===== src/ex_types_pkg.sv =====
//**********************************************************
// scalar execute stage definitions shared by all RTL files
// alu_op_t and branch_type_t leave upper codes unused
// mul_op_t covers MUL and MULHU only, no division
//**********************************************************
package ex_types_pkg;

    // shift-add steps for one multiply
    localparam int MUL_CYCLES = 32;

    typedef logic [31:0] word_t;
    typedef logic [4:0]  reg_idx_t;

    typedef enum logic [3:0] {
        ALU_ADD,
        ALU_SUB,
        ALU_AND,
        ALU_OR,
        ALU_XOR,
        ALU_SLL,
        ALU_SRL,
        ALU_SRA,
        ALU_SLT,
        ALU_SLTU
    } alu_op_t;

    typedef enum logic [1:0] {ASEL_RS1, ASEL_IMM_S, ASEL_PC, ASEL_ZERO} a_sel_t;
    typedef enum logic [1:0] {BSEL_RS1, BSEL_RS2, BSEL_IMM_I, BSEL_IMM_U} b_sel_t;

    typedef enum logic [2:0] {
        BR_BEQ,
        BR_BNE,
        BR_BLT,
        BR_BGE,
        BR_BLTU,
        BR_BGEU
    } branch_type_t;

    typedef enum logic {MUL_LO, MUL_HU} mul_op_t;

endpackage


===== src/vcfg_pkg.sv =====
//**********************************************************
// vector configuration definitions for vsetvl handling
// sew above 32 bits and lmul code 4 are not supported
//**********************************************************
package vcfg_pkg;

    // register length in bytes, 128-bit vectors
    localparam int VLEN_BYTES = 16;

    typedef enum logic [2:0] {SEW8 = 3'd0, SEW16 = 3'd1, SEW32 = 3'd2} vsew_t;

    // code 4 is reserved
    typedef enum logic [2:0] {
        LMUL1      = 3'd0,
        LMUL2      = 3'd1,
        LMUL4      = 3'd2,
        LMUL8      = 3'd3,
        LMULEIGHTH = 3'd5,
        LMULFOURTH = 3'd6,
        LMULHALF   = 3'd7
    } vlmul_t;

    typedef enum logic [1:0] {NOT_CFG, VSETVLI, VSETIVLI, VSETVL} vset_kind_t;

    typedef struct packed {
        logic        vill;
        logic [22:0] reserved;
        logic        vma;
        logic        vta;
        vsew_t       vsew;
        vlmul_t      vlmul;
    } vtype_fields_t;

    // one vtype word, seen as a raw register value or as fields
    typedef union packed {
        logic [31:0]   raw;
        vtype_fields_t f;
    } vtype_u;

endpackage


===== src/scalar_reg_file.sv =====
//**********************************************************
// 32 x 32 scalar register file, x0 hardwired to zero
// reads are combinational, a write is seen the next cycle
//**********************************************************
`timescale 1ns/10ps

module scalar_reg_file
    import ex_types_pkg::*;
(
    input  logic     CLK,
    input  logic     nRST,
    input  reg_idx_t rs1,
    input  reg_idx_t rs2,
    output word_t    rs1_data,
    output word_t    rs2_data,
    input  logic     wen,
    input  reg_idx_t rd,
    input  word_t    w_data
);

    // x0 has no storage
    word_t regs [31:1];

    always_ff @(posedge CLK, negedge nRST) begin
        if (!nRST) begin
            for (int i = 1; i < 32; i++) begin
                regs[i] <= '0;
            end
        end else if (wen && (rd != '0)) begin
            regs[rd] <= w_data;
        end
    end

    // no bypass from the write port
    assign rs1_data = (rs1 == '0) ? '0 : regs[rs1];
    assign rs2_data = (rs2 == '0) ? '0 : regs[rs2];

endmodule


===== src/operand_alu.sv =====
//**********************************************************
// operand select and integer ALU, purely combinational
// shifts use port_b[4:0], imm_u arrives already shifted
//**********************************************************
`timescale 1ns/10ps

module operand_alu
    import ex_types_pkg::*;
(
    input  word_t       pc,
    input  word_t       rs1_data,
    input  word_t       rs2_data,
    input  logic [11:0] imm_i,
    input  logic [11:0] imm_s,
    input  word_t       imm_u,
    input  a_sel_t      a_sel,
    input  b_sel_t      b_sel,
    input  alu_op_t     alu_op,
    output word_t       port_a,
    output word_t       port_b,
    output word_t       alu_out
);

    word_t      imm_i_ext;
    word_t      imm_s_ext;
    logic [4:0] shamt;

    assign imm_i_ext = {{20{imm_i[11]}}, imm_i};
    assign imm_s_ext = {{20{imm_s[11]}}, imm_s};

    // port a: rs1, store offset, pc or zero
    always_comb begin
        case (a_sel)
            ASEL_RS1:   port_a = rs1_data;
            ASEL_IMM_S: port_a = imm_s_ext;
            ASEL_PC:    port_a = pc;
            default:    port_a = '0;
        endcase
    end

    // port b: rs1 again for some reg-only ops
    always_comb begin
        case (b_sel)
            BSEL_RS1:   port_b = rs1_data;
            BSEL_RS2:   port_b = rs2_data;
            BSEL_IMM_I: port_b = imm_i_ext;
            default:    port_b = imm_u;
        endcase
    end

    assign shamt = port_b[4:0];

    always_comb begin
        case (alu_op)
            ALU_ADD:  alu_out = port_a + port_b;
            ALU_SUB:  alu_out = port_a - port_b;
            ALU_AND:  alu_out = port_a & port_b;
            ALU_OR:   alu_out = port_a | port_b;
            ALU_XOR:  alu_out = port_a ^ port_b;
            ALU_SLL:  alu_out = port_a << shamt;
            ALU_SRL:  alu_out = port_a >> shamt;
            ALU_SRA:  alu_out = $signed(port_a) >>> shamt;
            ALU_SLT:  alu_out = {31'b0, $signed(port_a) < $signed(port_b)};
            ALU_SLTU: alu_out = {31'b0, port_a < port_b};
            // unused op codes give zero
            default:  alu_out = '0;
        endcase
    end

endmodule


===== src/branch_jump_unit.sv =====
//**********************************************************
// branch compare and branch/jump target resolution
// jalr clears bit 0, no misaligned target check is made
//**********************************************************
`timescale 1ns/10ps

module branch_jump_unit
    import ex_types_pkg::*;
(
    input  word_t        pc,
    input  word_t        rs1_data,
    input  word_t        rs2_data,
    input  logic [11:0]  imm_i,
    input  logic [12:0]  imm_sb,
    input  logic [20:0]  imm_uj,
    input  branch_type_t branch_type,
    input  logic         is_branch,
    input  logic         is_jump,
    input  logic         j_sel,
    output logic         branch_taken,
    output word_t        brj_addr
);

    logic  cmp;
    word_t imm_i_ext;
    word_t imm_sb_ext;
    word_t imm_uj_ext;
    word_t jump_addr;

    assign imm_i_ext  = {{20{imm_i[11]}}, imm_i};
    assign imm_sb_ext = {{19{imm_sb[12]}}, imm_sb};
    assign imm_uj_ext = {{11{imm_uj[20]}}, imm_uj};

    always_comb begin
        case (branch_type)
            BR_BEQ:  cmp = (rs1_data == rs2_data);
            BR_BNE:  cmp = (rs1_data != rs2_data);
            BR_BLT:  cmp = ($signed(rs1_data) < $signed(rs2_data));
            BR_BGE:  cmp = ($signed(rs1_data) >= $signed(rs2_data));
            BR_BLTU: cmp = (rs1_data < rs2_data);
            BR_BGEU: cmp = (rs1_data >= rs2_data);
            default: cmp = 1'b0;
        endcase
    end

    assign branch_taken = is_branch && cmp;

    // jal is pc relative, jalr is rs1 relative
    assign jump_addr = j_sel ? (pc + imm_uj_ext) : ((rs1_data + imm_i_ext) & ~32'd1);

    // fall through to pc + 4 for anything not taken
    assign brj_addr = is_jump      ? jump_addr :
                      branch_taken ? (pc + imm_sb_ext) : (pc + 32'd4);

endmodule


===== src/iter_multiplier.sv =====
//**********************************************************
// iterative shift-add multiplier for MUL and MULHU only
// done rises MUL_CYCLES edges after start and holds to ack
// start must not come while busy or done is pending
//**********************************************************
`timescale 1ns/10ps

module iter_multiplier
    import ex_types_pkg::*;
(
    input  logic    CLK,
    input  logic    nRST,
    input  logic    start,
    input  mul_op_t op,
    input  word_t   a,
    input  word_t   b,
    output logic    done,
    output word_t   product,
    input  logic    ack
);

    logic        busy;
    logic [4:0]  step;
    mul_op_t     op_q;
    logic [63:0] mcand;
    word_t       mplier;
    logic [63:0] acc;

    always_ff @(posedge CLK, negedge nRST) begin
        if (!nRST) begin
            busy <= 1'b0;
            done <= 1'b0;
            step <= '0;
        end else if (start) begin
            busy <= 1'b1;
            done <= 1'b0;
            step <= '0;
        end else if (busy) begin
            step <= step + 5'd1;
            // last partial product lands on this edge
            if (step == 5'(MUL_CYCLES - 1)) begin
                busy <= 1'b0;
                done <= 1'b1;
            end
        end else if (ack) begin
            done <= 1'b0;
        end
    end

    // one multiplier bit per cycle from the lsb up
    always_ff @(posedge CLK) begin
        if (start) begin
            op_q   <= op;
            mcand  <= {32'b0, a};
            mplier <= b;
            acc    <= '0;
        end else if (busy) begin
            if (mplier[0]) begin
                acc <= acc + mcand;
            end
            mcand  <= mcand << 1;
            mplier <= mplier >> 1;
        end
    end

    // mulhu is just the high word as both operands are unsigned
    assign product = (op_q == MUL_HU) ? acc[63:32] : acc[31:0];

    assert property (@(posedge CLK) disable iff (!nRST) start |-> !busy && !done);

endmodule


===== src/vsetvl_unit.sv =====
//**********************************************************
// vsetvl/vsetvli/vsetivli vl and vtype computation
// an illegal vtype returns vill alone and a vl of zero
// outputs are meaningless when vset_kind is NOT_CFG
//**********************************************************
`timescale 1ns/10ps

module vsetvl_unit
    import ex_types_pkg::*;
    import vcfg_pkg::*;
(
    input  vset_kind_t  vset_kind,
    input  reg_idx_t    rs1_idx,
    input  word_t       rs1_data,
    input  word_t       rs2_data,
    input  logic [4:0]  zimm,
    input  logic [10:0] vtype_imm,
    output word_t       new_vl,
    output vtype_u      new_vtype
);

    vtype_u req;
    word_t  base;
    word_t  vlmax;
    word_t  avl;
    logic   illegal;

    // vsetvl takes vtype from rs2, the immediate forms from the instruction
    assign req.raw = (vset_kind == VSETVL) ? rs2_data : {21'b0, vtype_imm};

    assign illegal = (req.f.vsew > SEW32) || (req.f.vlmul == 3'd4) ||
                     (req.f.reserved != '0) || req.f.vill;

    // elements per register at this sew
    assign base = word_t'(VLEN_BYTES) >> req.f.vsew;

    always_comb begin
        case (req.f.vlmul)
            LMUL1:      vlmax = base;
            LMUL2:      vlmax = base << 1;
            LMUL4:      vlmax = base << 2;
            LMUL8:      vlmax = base << 3;
            LMULHALF:   vlmax = base >> 1;
            LMULFOURTH: vlmax = base >> 2;
            LMULEIGHTH: vlmax = base >> 3;
            default:    vlmax = '0;
        endcase
    end

    // rs1 = x0 asks for the largest vl
    assign avl = (vset_kind == VSETIVLI) ? {27'b0, zimm} :
                 (rs1_idx == '0)          ? vlmax : rs1_data;

    assign new_vl        = illegal ? '0 : ((avl > vlmax) ? vlmax : avl);
    assign new_vtype.raw = illegal ? {1'b1, 31'b0} : req.raw;

endmodule


===== src/execute_stage.sv =====
//**********************************************************
// execute stage top with one output register
// valid/ready on issue and result, one item in flight
// no forwarding, issue only after dependent writes retire
//**********************************************************
`timescale 1ns/10ps

module execute_stage
    import ex_types_pkg::*;
    import vcfg_pkg::*;
(
    input  logic         CLK,
    input  logic         nRST,
    input  logic         in_valid,
    output logic         in_ready,
    input  word_t        pc,
    input  alu_op_t      alu_op,
    input  a_sel_t       a_sel,
    input  b_sel_t       b_sel,
    input  reg_idx_t     rs1,
    input  reg_idx_t     rs2,
    input  reg_idx_t     rd,
    input  logic         reg_write,
    input  logic [11:0]  imm_i,
    input  logic [11:0]  imm_s,
    input  logic [12:0]  imm_sb,
    input  logic [20:0]  imm_uj,
    input  word_t        imm_u,
    input  logic [4:0]   zimm,
    input  logic         is_branch,
    input  logic         is_jump,
    input  logic         j_sel,
    input  branch_type_t branch_type,
    input  logic         mul_sel,
    input  mul_op_t      mul_op,
    input  vset_kind_t   vset_kind,
    input  logic [10:0]  vtype_imm,
    output logic         out_valid,
    input  logic         out_ready,
    output reg_idx_t     out_rd,
    output logic         out_reg_write,
    output word_t        out_result,
    output word_t        out_brj_addr,
    output logic         out_branch_taken,
    output word_t        out_vtype,
    input  logic         wb_en,
    input  reg_idx_t     wb_rd,
    input  word_t        wb_data
);

    word_t  rs1_data;
    word_t  rs2_data;
    word_t  port_a;
    word_t  port_b;
    word_t  alu_out;
    logic   branch_taken;
    word_t  brj_addr;
    logic   mul_done;
    word_t  mul_product;
    word_t  new_vl;
    vtype_u new_vtype;
    logic   is_vset;
    logic   accept;
    logic   mul_ack;
    logic   mul_pending;

    scalar_reg_file i_rf (
        .CLK, .nRST,
        .rs1, .rs2, .rs1_data, .rs2_data,
        .wen(wb_en), .rd(wb_rd), .w_data(wb_data)
    );

    operand_alu i_alu (
        .pc, .rs1_data, .rs2_data, .imm_i, .imm_s, .imm_u,
        .a_sel, .b_sel, .alu_op, .port_a, .port_b, .alu_out
    );

    branch_jump_unit i_bju (
        .pc, .rs1_data, .rs2_data, .imm_i, .imm_sb, .imm_uj,
        .branch_type, .is_branch, .is_jump, .j_sel, .branch_taken, .brj_addr
    );

    // multiplier shares the alu operand path
    iter_multiplier i_mul (
        .CLK, .nRST,
        .start(accept && mul_sel), .op(mul_op), .a(port_a), .b(port_b),
        .done(mul_done), .product(mul_product), .ack(mul_ack)
    );

    vsetvl_unit i_vset (
        .vset_kind, .rs1_idx(rs1), .rs1_data, .rs2_data,
        .zimm, .vtype_imm, .new_vl, .new_vtype
    );

    assign is_vset  = (vset_kind != NOT_CFG);
    assign in_ready = !mul_pending && (!out_valid || out_ready);
    assign accept   = in_valid && in_ready;
    // a finished product waits in the multiplier until the register frees
    assign mul_ack  = mul_done && (!out_valid || out_ready);

    always_ff @(posedge CLK, negedge nRST) begin
        if (!nRST) begin
            out_valid   <= 1'b0;
            mul_pending <= 1'b0;
        end else begin
            if ((accept && !mul_sel) || mul_ack) begin
                out_valid <= 1'b1;
            end else if (out_ready) begin
                out_valid <= 1'b0;
            end
            if (accept && mul_sel) begin
                mul_pending <= 1'b1;
            end else if (mul_ack) begin
                mul_pending <= 1'b0;
            end
        end
    end

    // side fields of a multiply load at issue, out_valid stays low until the product
    always_ff @(posedge CLK) begin
        if (accept) begin
            out_rd           <= rd;
            out_reg_write    <= reg_write;
            out_brj_addr     <= brj_addr;
            out_branch_taken <= branch_taken;
            out_vtype        <= is_vset ? new_vtype.raw : '0;
            out_result       <= is_vset ? new_vl : alu_out;
        end else if (mul_ack) begin
            out_result <= mul_product;
        end
    end

    assert property (@(posedge CLK) disable iff (!nRST)
        out_valid && !out_ready |=> out_valid &&
            $stable({out_rd, out_reg_write, out_result, out_brj_addr,
                     out_branch_taken, out_vtype}));

endmodule


===== config.mk =====
export PLATFORM = sky130hd
export DESIGN_NAME = execute_stage
export DESIGN_NICKNAME = d
export VERILOG_FILES = /design/src/ex_types_pkg.sv /design/src/vcfg_pkg.sv /design/src/scalar_reg_file.sv /design/src/operand_alu.sv /design/src/branch_jump_unit.sv /design/src/iter_multiplier.sv /design/src/vsetvl_unit.sv /design/src/execute_stage.sv
export SDC_FILE = /design/constraint.sdc
export NUM_CORES = 2
export LEC_CHECK = 0
export CORE_MARGIN = 5
export CORE_UTILIZATION = 50
export CTS_BUF_LIST = sky130_fd_sc_hd__clkbuf_8
export DETAILED_ROUTE_END_ITERATION = 7
export DONT_BUFFER_PORTS = 1
export PLACE_DENSITY_LB_ADDON = 0.3
export SLEW_MARGIN = 15
export SYNTH_ARGS = -nofsm -noshare
export SYNTH_HDL_FRONTEND = slang
export SYNTH_SLANG_ARGS = --single-unit

===== constraint.sdc =====
create_clock -name CLK -period 13.6 [get_ports CLK]
set_input_delay 1.36 -clock CLK [delete_from_list [all_inputs] [get_ports CLK]]
set_output_delay 1.36 -clock CLK [all_outputs]
set_load 0.01 [all_outputs]

# Yosys cells after proc, flatten, opt, wreduce, memory -nomap -nowiden
# Index checks and enable logic that the tools add are counted.
# totals
wordCells,184
in_bits,214
register_bits,1265
output_inout_bits,105
# op_classes
n_shift,4
n_bitwise,4
add_sub_neg,8
n_eq_ne,31
magnitude_cmp,12
mux,43
n_reduce_logical,34
# ops
operator,count
$bwmux 992,1
$mux 32,22
$bmux 32 s5,2
$pmux 32 s10,1
$pmux 32 s7,1
$pmux 32 s3,2
$demux 32 s5,1
$add 32x32->32,4
$lt 32x32->1,4
$add 64x64->64,1
$ge 32x32->1,2
$add 32x3->32 const B,1
$and 32x32->32,1
$eq 32x32->1,1
$gt 32x32->1,1
$ne 32x32->1,1
$or 32x32->32,1
$shl 32x5->32,1
$shr 32x5->32,1
$shr 5x3->32 const A,1
$sshr 32x5->32,1
$sub 32x32->32,1
$xor 32x32->32,1
$reduce_bool 23->1,1
other kinds (31),82

# Longest topological paths before layout
# logic_depth
depth_word,13
mapped_depth,32

# By module
# From an unflattened synthesis, not the netlist that was laid out.
# unflattened
hier_cells,7854
hier_area_um2,87134.8
# by_module_without_submodules
mod,cells_each,n_inst,seq_area_each_um2,area_each_um2
scalar_reg_file,3773,1,24823.8,53568.9
iter_multiplier,1139,1,4048.9,10620.2
operand_alu,1475,1,0.0,9781.9
branch_jump_unit,986,1,0.0,6846.6
execute_stage,222,1,3143.0,4444.3
vsetvl_unit,259,1,0.0,1873.0

# Worst setup path after synthesis
# OpenSTA, ideal clock, no wires.
# synth_path
path_kind,input port to flip-flop
start,input port rs2[1]
end,"register out_result[28], data pin"
setup_slack_ns,6.206
arrival_time_ns,7.214
path_stages,28
setup_time_ns,0.180
path_buffers,8
cell_sequence,buf_2 buf_2 buf_2 buf_2 buf_2 buf_2 clkbuf_1 mux4_2 mux4_2 mux2i_1 inv_1 mux4_2 inv_1 ha_1 clkbuf_1 nor2_1 o21bai_1 a21oi_1 nor2_1 o21ai_0 o31a_1 o21a_1 o221a_2 o31ai_1 a21boi_0 o22ai_1 o22ai_1 a221oi_1
# synth_via
elab_chain_cells,13
elab_cells_between_ends,37
classes_between,2 x add/sub; 2 x order compare; 7 x eq/ne; 4 x shift; 13 x mux; 3 x bitwise; 6 x reduce/logical
# synth_rtl
item,line_no,rtl
"start, declared",execute_stage.sv:21,"input reg_idx_t rs2,"
$bmux 32 s5,scalar_reg_file.sv:36,assign rs2_data = (rs2 == '0) ? '0 : regs[rs2];
$mux 32 (not written as such),scalar_reg_file.sv:36,
$mux 32 (*),scalar_reg_file.sv:36,
$mux 32,vsetvl_unit.sv:29,"assign req.raw = (vset_kind == VSETVL) ? rs2_data : {21'b0, vtype_imm};"
$shr 5x3->32 (tied with other cells),vsetvl_unit.sv:35,assign base = word_t'(VLEN_BYTES) >> req.f.vsew;
$pmux 32 s7,vsetvl_unit.sv:38,case (req.f.vlmul)
$mux 32,vsetvl_unit.sv:52,(rs1_idx == '0) ? vlmax : rs1_data;
$mux 32,vsetvl_unit.sv:51,"assign avl = (vset_kind == VSETIVLI) ? {27'b0, zimm} :"
$gt 32x32->1,vsetvl_unit.sv:54,assign new_vl = illegal ? '0 : ((avl > vlmax) ? vlmax : avl);
$mux 32 (2 in a row),vsetvl_unit.sv:54,
$mux 32 (*),execute_stage.sv:127,out_result <= is_vset ? new_vl : alu_out;
$mux 32 (*),execute_stage.sv:121,if (accept) begin
"end signal, assigned",execute_stage.sv:127,
"end signal, assigned",execute_stage.sv:129,out_result <= mul_product;
"end, declared",execute_stage.sv:42,"output word_t out_result,"
# Every way passes the cells marked *; elsewhere a longest branch is shown, timed or not. The select of a mux whose other input is x is not followed.
# A chain may end at the register's enable or synchronous reset.

# Worst setup path in the final report
# layout_path
start,input port rs2[1]
end,"register out_result[31], data pin"
# Same word-level chain as after synthesis.

==> flow_metrics.py <==
metrics = {
    "drt": {
        "postRouteAntennaNets": 0,
        "drc": 0,
        "drt-total-wl_um": 319000,
        "drt-initial-drc-count": 8082,
        "first_pass_iters": 6,
        "vias_per_cell": 6.86,
        "num_vias": 65700,
        "wl_per_cell_um": 33.3,
    },
    "cts": {
        "clkSlewWorstSetupHoldPaths_ns": 0.06,
        "ctsHoldBuffers": 0,
        "clk_latency_ns": 1.03,
        "post-cts-setup-buffers": 0,
        "htreeDepth": 4,
        "cts-root-buf": "clkbuf_8",
        "cts_tree": "yes",
        "cts.path.max_buffers": 3,
        "cts_made_buffers": 215,
        "cts_resized": 0,
        "cts_sinks": 1265,
    },
    "layout": {
        "syn2layout_area_growth_pct": 7.30,
        "final_common_cell": "mux2_2",
        "drive_above_1_share_pct": 30.2,
        "final_nets": 7666,
        "fillers": 14300,
        "final_cell_mix": "1,115 x mux2_2, 1,000 x dfrtp_1, 505 x nand2_1",
        "utilization_pct": 54.0,
    },
    "critical_path": {
        "cp_data_arrival_time_ns": 9.69,
        "cp_slowest_cell": "nor3_1",
        "path_max_fanout": 203,
        "endpoint_kind": "register",
        "cp.required_ns": 14.35,
        "cp_top_family": "compound AO/OA/AOI/OAI gates",
        "cp_num_buf_inv": 3,
        "criticalPathCategory": "in2reg",
        "critPathMaxStageDelay_ns": 1.03,
        "cp_cell_sequence": "nor2b_4 -> buf_4 -> a221oi_1 -> o22ai_1 -> or2_0 -> mux4_2 -> buf_4 -> ha_1 -> a21oi_1 -> o21ai_0 -> a2111oi_0 -> nor3b_1 -> nor3_1 -> a2111oi_0 -> a211oi_1 -> inv_1 -> a21o_1 -> a21oi_1 -> xnor2_1 -> a22oi_1 -> a221oi_1",
        "critPathLaunchType": "primary input",
    },
    "power_and_ir_drop": {
        "seqPwrFrac_pct": 39.4,
        "power_leakage_nw": 38.7,
        "p_int_w": 0.00894,
        "clkPwrFrac_pct": 26.2,
        "ir_worst_vdd_v": 0.000110,
        "power_switching_w": 0.00516,
        "switching_share_pct": 36.6,
        "powerDensity_nw_per_um2": 156,
        "power_frac_comb_pct": 34.4,
    },
    "synth": {
        "synth_edf_count": 168,
        "ys.flop_type": "dfrtp_1",
        "ys.warnings.count": 0,
        "synth-seq-cells": 1265,
        "yosys.area.top_type": "dfrtp_1",
        "seq_area_frac_synth_pct": 38.0,
        "ys_types": 122,
        "synthArstFlopShare_pct": 79.1,
        "netlist_instances": 7348,
        "synth_top_area_share_pct": 29.7,
        "netlist_area_um2": 84200,
        "synth_area_leaders": "dfrtp_1 30%, mux2_2 15%, mux4_2 13%, edfxtp_1 6.0%, ha_1 4.4%",
        "avgSynthCellArea_um2": 11.5,
    },
    "placed_design": {
        "place_congestion": 1.06,
        "dp_hpwl_um": 213000,
        "io_buffers": 0,
    },
    "die": {
        "initial_utilization_pct": 50.3,
        "design.die.area_um2": 177000,
        "die_x_um": 420,
        "io_pins": 319,
        "core_area_um2": 167000,
        "std_cell_rows": 150,
        "die_h_um": 420,
    },
    "sta": {
        "slew_viol_final": 0,
        "fin_crit_ns": 8.94,
        "worstMarginPinSlew_ns": 1.31,
        "fin_crit_sh_pct": 65.8,
        "hold_violations": 0,
        "hold_slack_ns": 0.332,
        "rsz0062_at_grt": "false",
        "finalClockSkew_ns": 0.104,
        "tns_ns": 0,
        "max_freq_ghz": 0.112,
        "relSlewSlack_pct": 12.0,
        "setup_viol": 0,
    },
    "global_routing": {
        "grt_max_degree": 266,
        "grt_pass1_wl_um": 461000,
        "grt_pass1_vias": 64900,
        "grt_antenna_before_repair": 42,
        "grt.total_usage_pct": 35.6,
        "gr-total-overflow": 0,
    },
    "flow_run": {
        "cap_violations": 0,
    },
    "outcome": {
        "status": "complete, no violations",
    },
    "min_path": {
        "min_path_type": "in2async",
    },
}
==> flip-flops by register name, summed over array words and instances, names as in the netlist <==
signal            count
i_rf.regs           992
i_mul.acc            64
i_mul.mcand          64
i_mul.mplier         32
out_brj_addr         32
out_result           32
out_vtype            32
i_mul.step            5
out_rd                5
i_mul.busy            1
i_mul.done            1
i_mul.op_q            1
mul_pending           1
out_branch_taken      1
out_reg_write         1
out_valid             1
==> cell type report <==
type                            instances  area (um2)  share of cell area [%]
Clock buffer                          274        3770                    4.17
Sequential cell                      1265       32000                    35.4
Multi-Input combinational cell       5353       49100                    54.3
Tap cell                             2204        2760                    3.05
Antenna cell                           38        95.1                   0.105
Timing Repair Buffer                  130        1030                    1.14
Inverter                              187         714                   0.791
Clock inverter                        127         880                   0.973
==> Yosys cell counts (80+ instances only) <==
cell,count
clkbuf_1,323
mux2i_1,254
dfrtp_1,1001
edfxtp_1,168
a21oi_1,373
mux2_2,1115
o21ai_0,338
dfxtp_1,96
buf_2,80
nor3_1,96
nor2_1,414
ha_1,294
mux4_2,474
nand2_1,524
xnor2_1,105
a21o_1,88
inv_1,168
==> metal layers <==
metal | up-vias | wire length, um | global-route usage [%]
met2 | 3888 | 143000 | 54.1
li1 | 27500 | - | -
met3 | 1061 | 33700 | 10.4
met5 | - | 30 | 0
met1 | 33200 | 118000 | 44.3
met4 | 4 | 24600 | 23.1
==> through the flow <==
step	setup WS, ns	cells	total power, W	cell area [um2]
global placement	4.86	9138	0.0102	85600
finish	4.66	9578	0.0141	90400
CTS	5.91	9539	0.0140	90200
detailed placement	4.89	9138	0.0103	85600
global route	5.07	9563	0.0148	90300
floorplan	6.21	7371	0.00886	84300
==> logic make-up (layout without fill, tap and decap cells) <==
logic type | count (synthesis) | in the layout | share of synthesized area (%)
muxes | 1873 | 1873 | 31.4
AOI/OAI and AO/OA | 1542 | 1542 | 12.3
and+or+nand+nor | 1435 | 1435 | 7.83
DFF | 1265 | 1265 | 38.0
buffers and inverters | 753 | 718 | 4.11
adders and majority gates | 300 | 300 | 4.51
xor gates and xnor gates | 179 | 179 | 1.86
other | 1 | 62 | 0.00445
==> worst paths after layout <==
path,startpoint,endpoint,slack [ns],depth (start not counted)
hold reg to reg,i_mul.acc[26]$_SDFFE_PP0P_,i_mul.acc[26]$_SDFFE_PP0P_,0.47,2
setup / recovery,rs2[1],out_result[31]$_DFFE_PP_,4.66,21
hold / removal,nRST,i_rf.regs[918]$_DFFE_PN0P_,0.33,1
min in group CLK,i_mul.acc[26]$_SDFFE_PP0P_,i_mul.acc[26]$_SDFFE_PP0P_,0.47,2
setup reg to reg,i_rf.regs[769]$_DFFE_PN0P_,out_result[31]$_DFFE_PP_,5.95,21
max in group asynchronous,nRST,i_mul.busy$_DFF_PN0_,10.75,3
==> power by group through the flow <==
stage	Sequential [W]	Clock (W)	Combinational [W]
6_report	0.00556	0.00369	0.00485
5_1_grt	0.00565	0.00391	0.00519
2_1_floorplan	0.00529	0	0.00357
3_3_place_gp	0.00555	0	0.00464
4_1_cts	0.00554	0.00374	0.00474
3_5_place_dp	0.00560	0	0.00472
No activity file was read; power rests on OpenSTA's default activity.
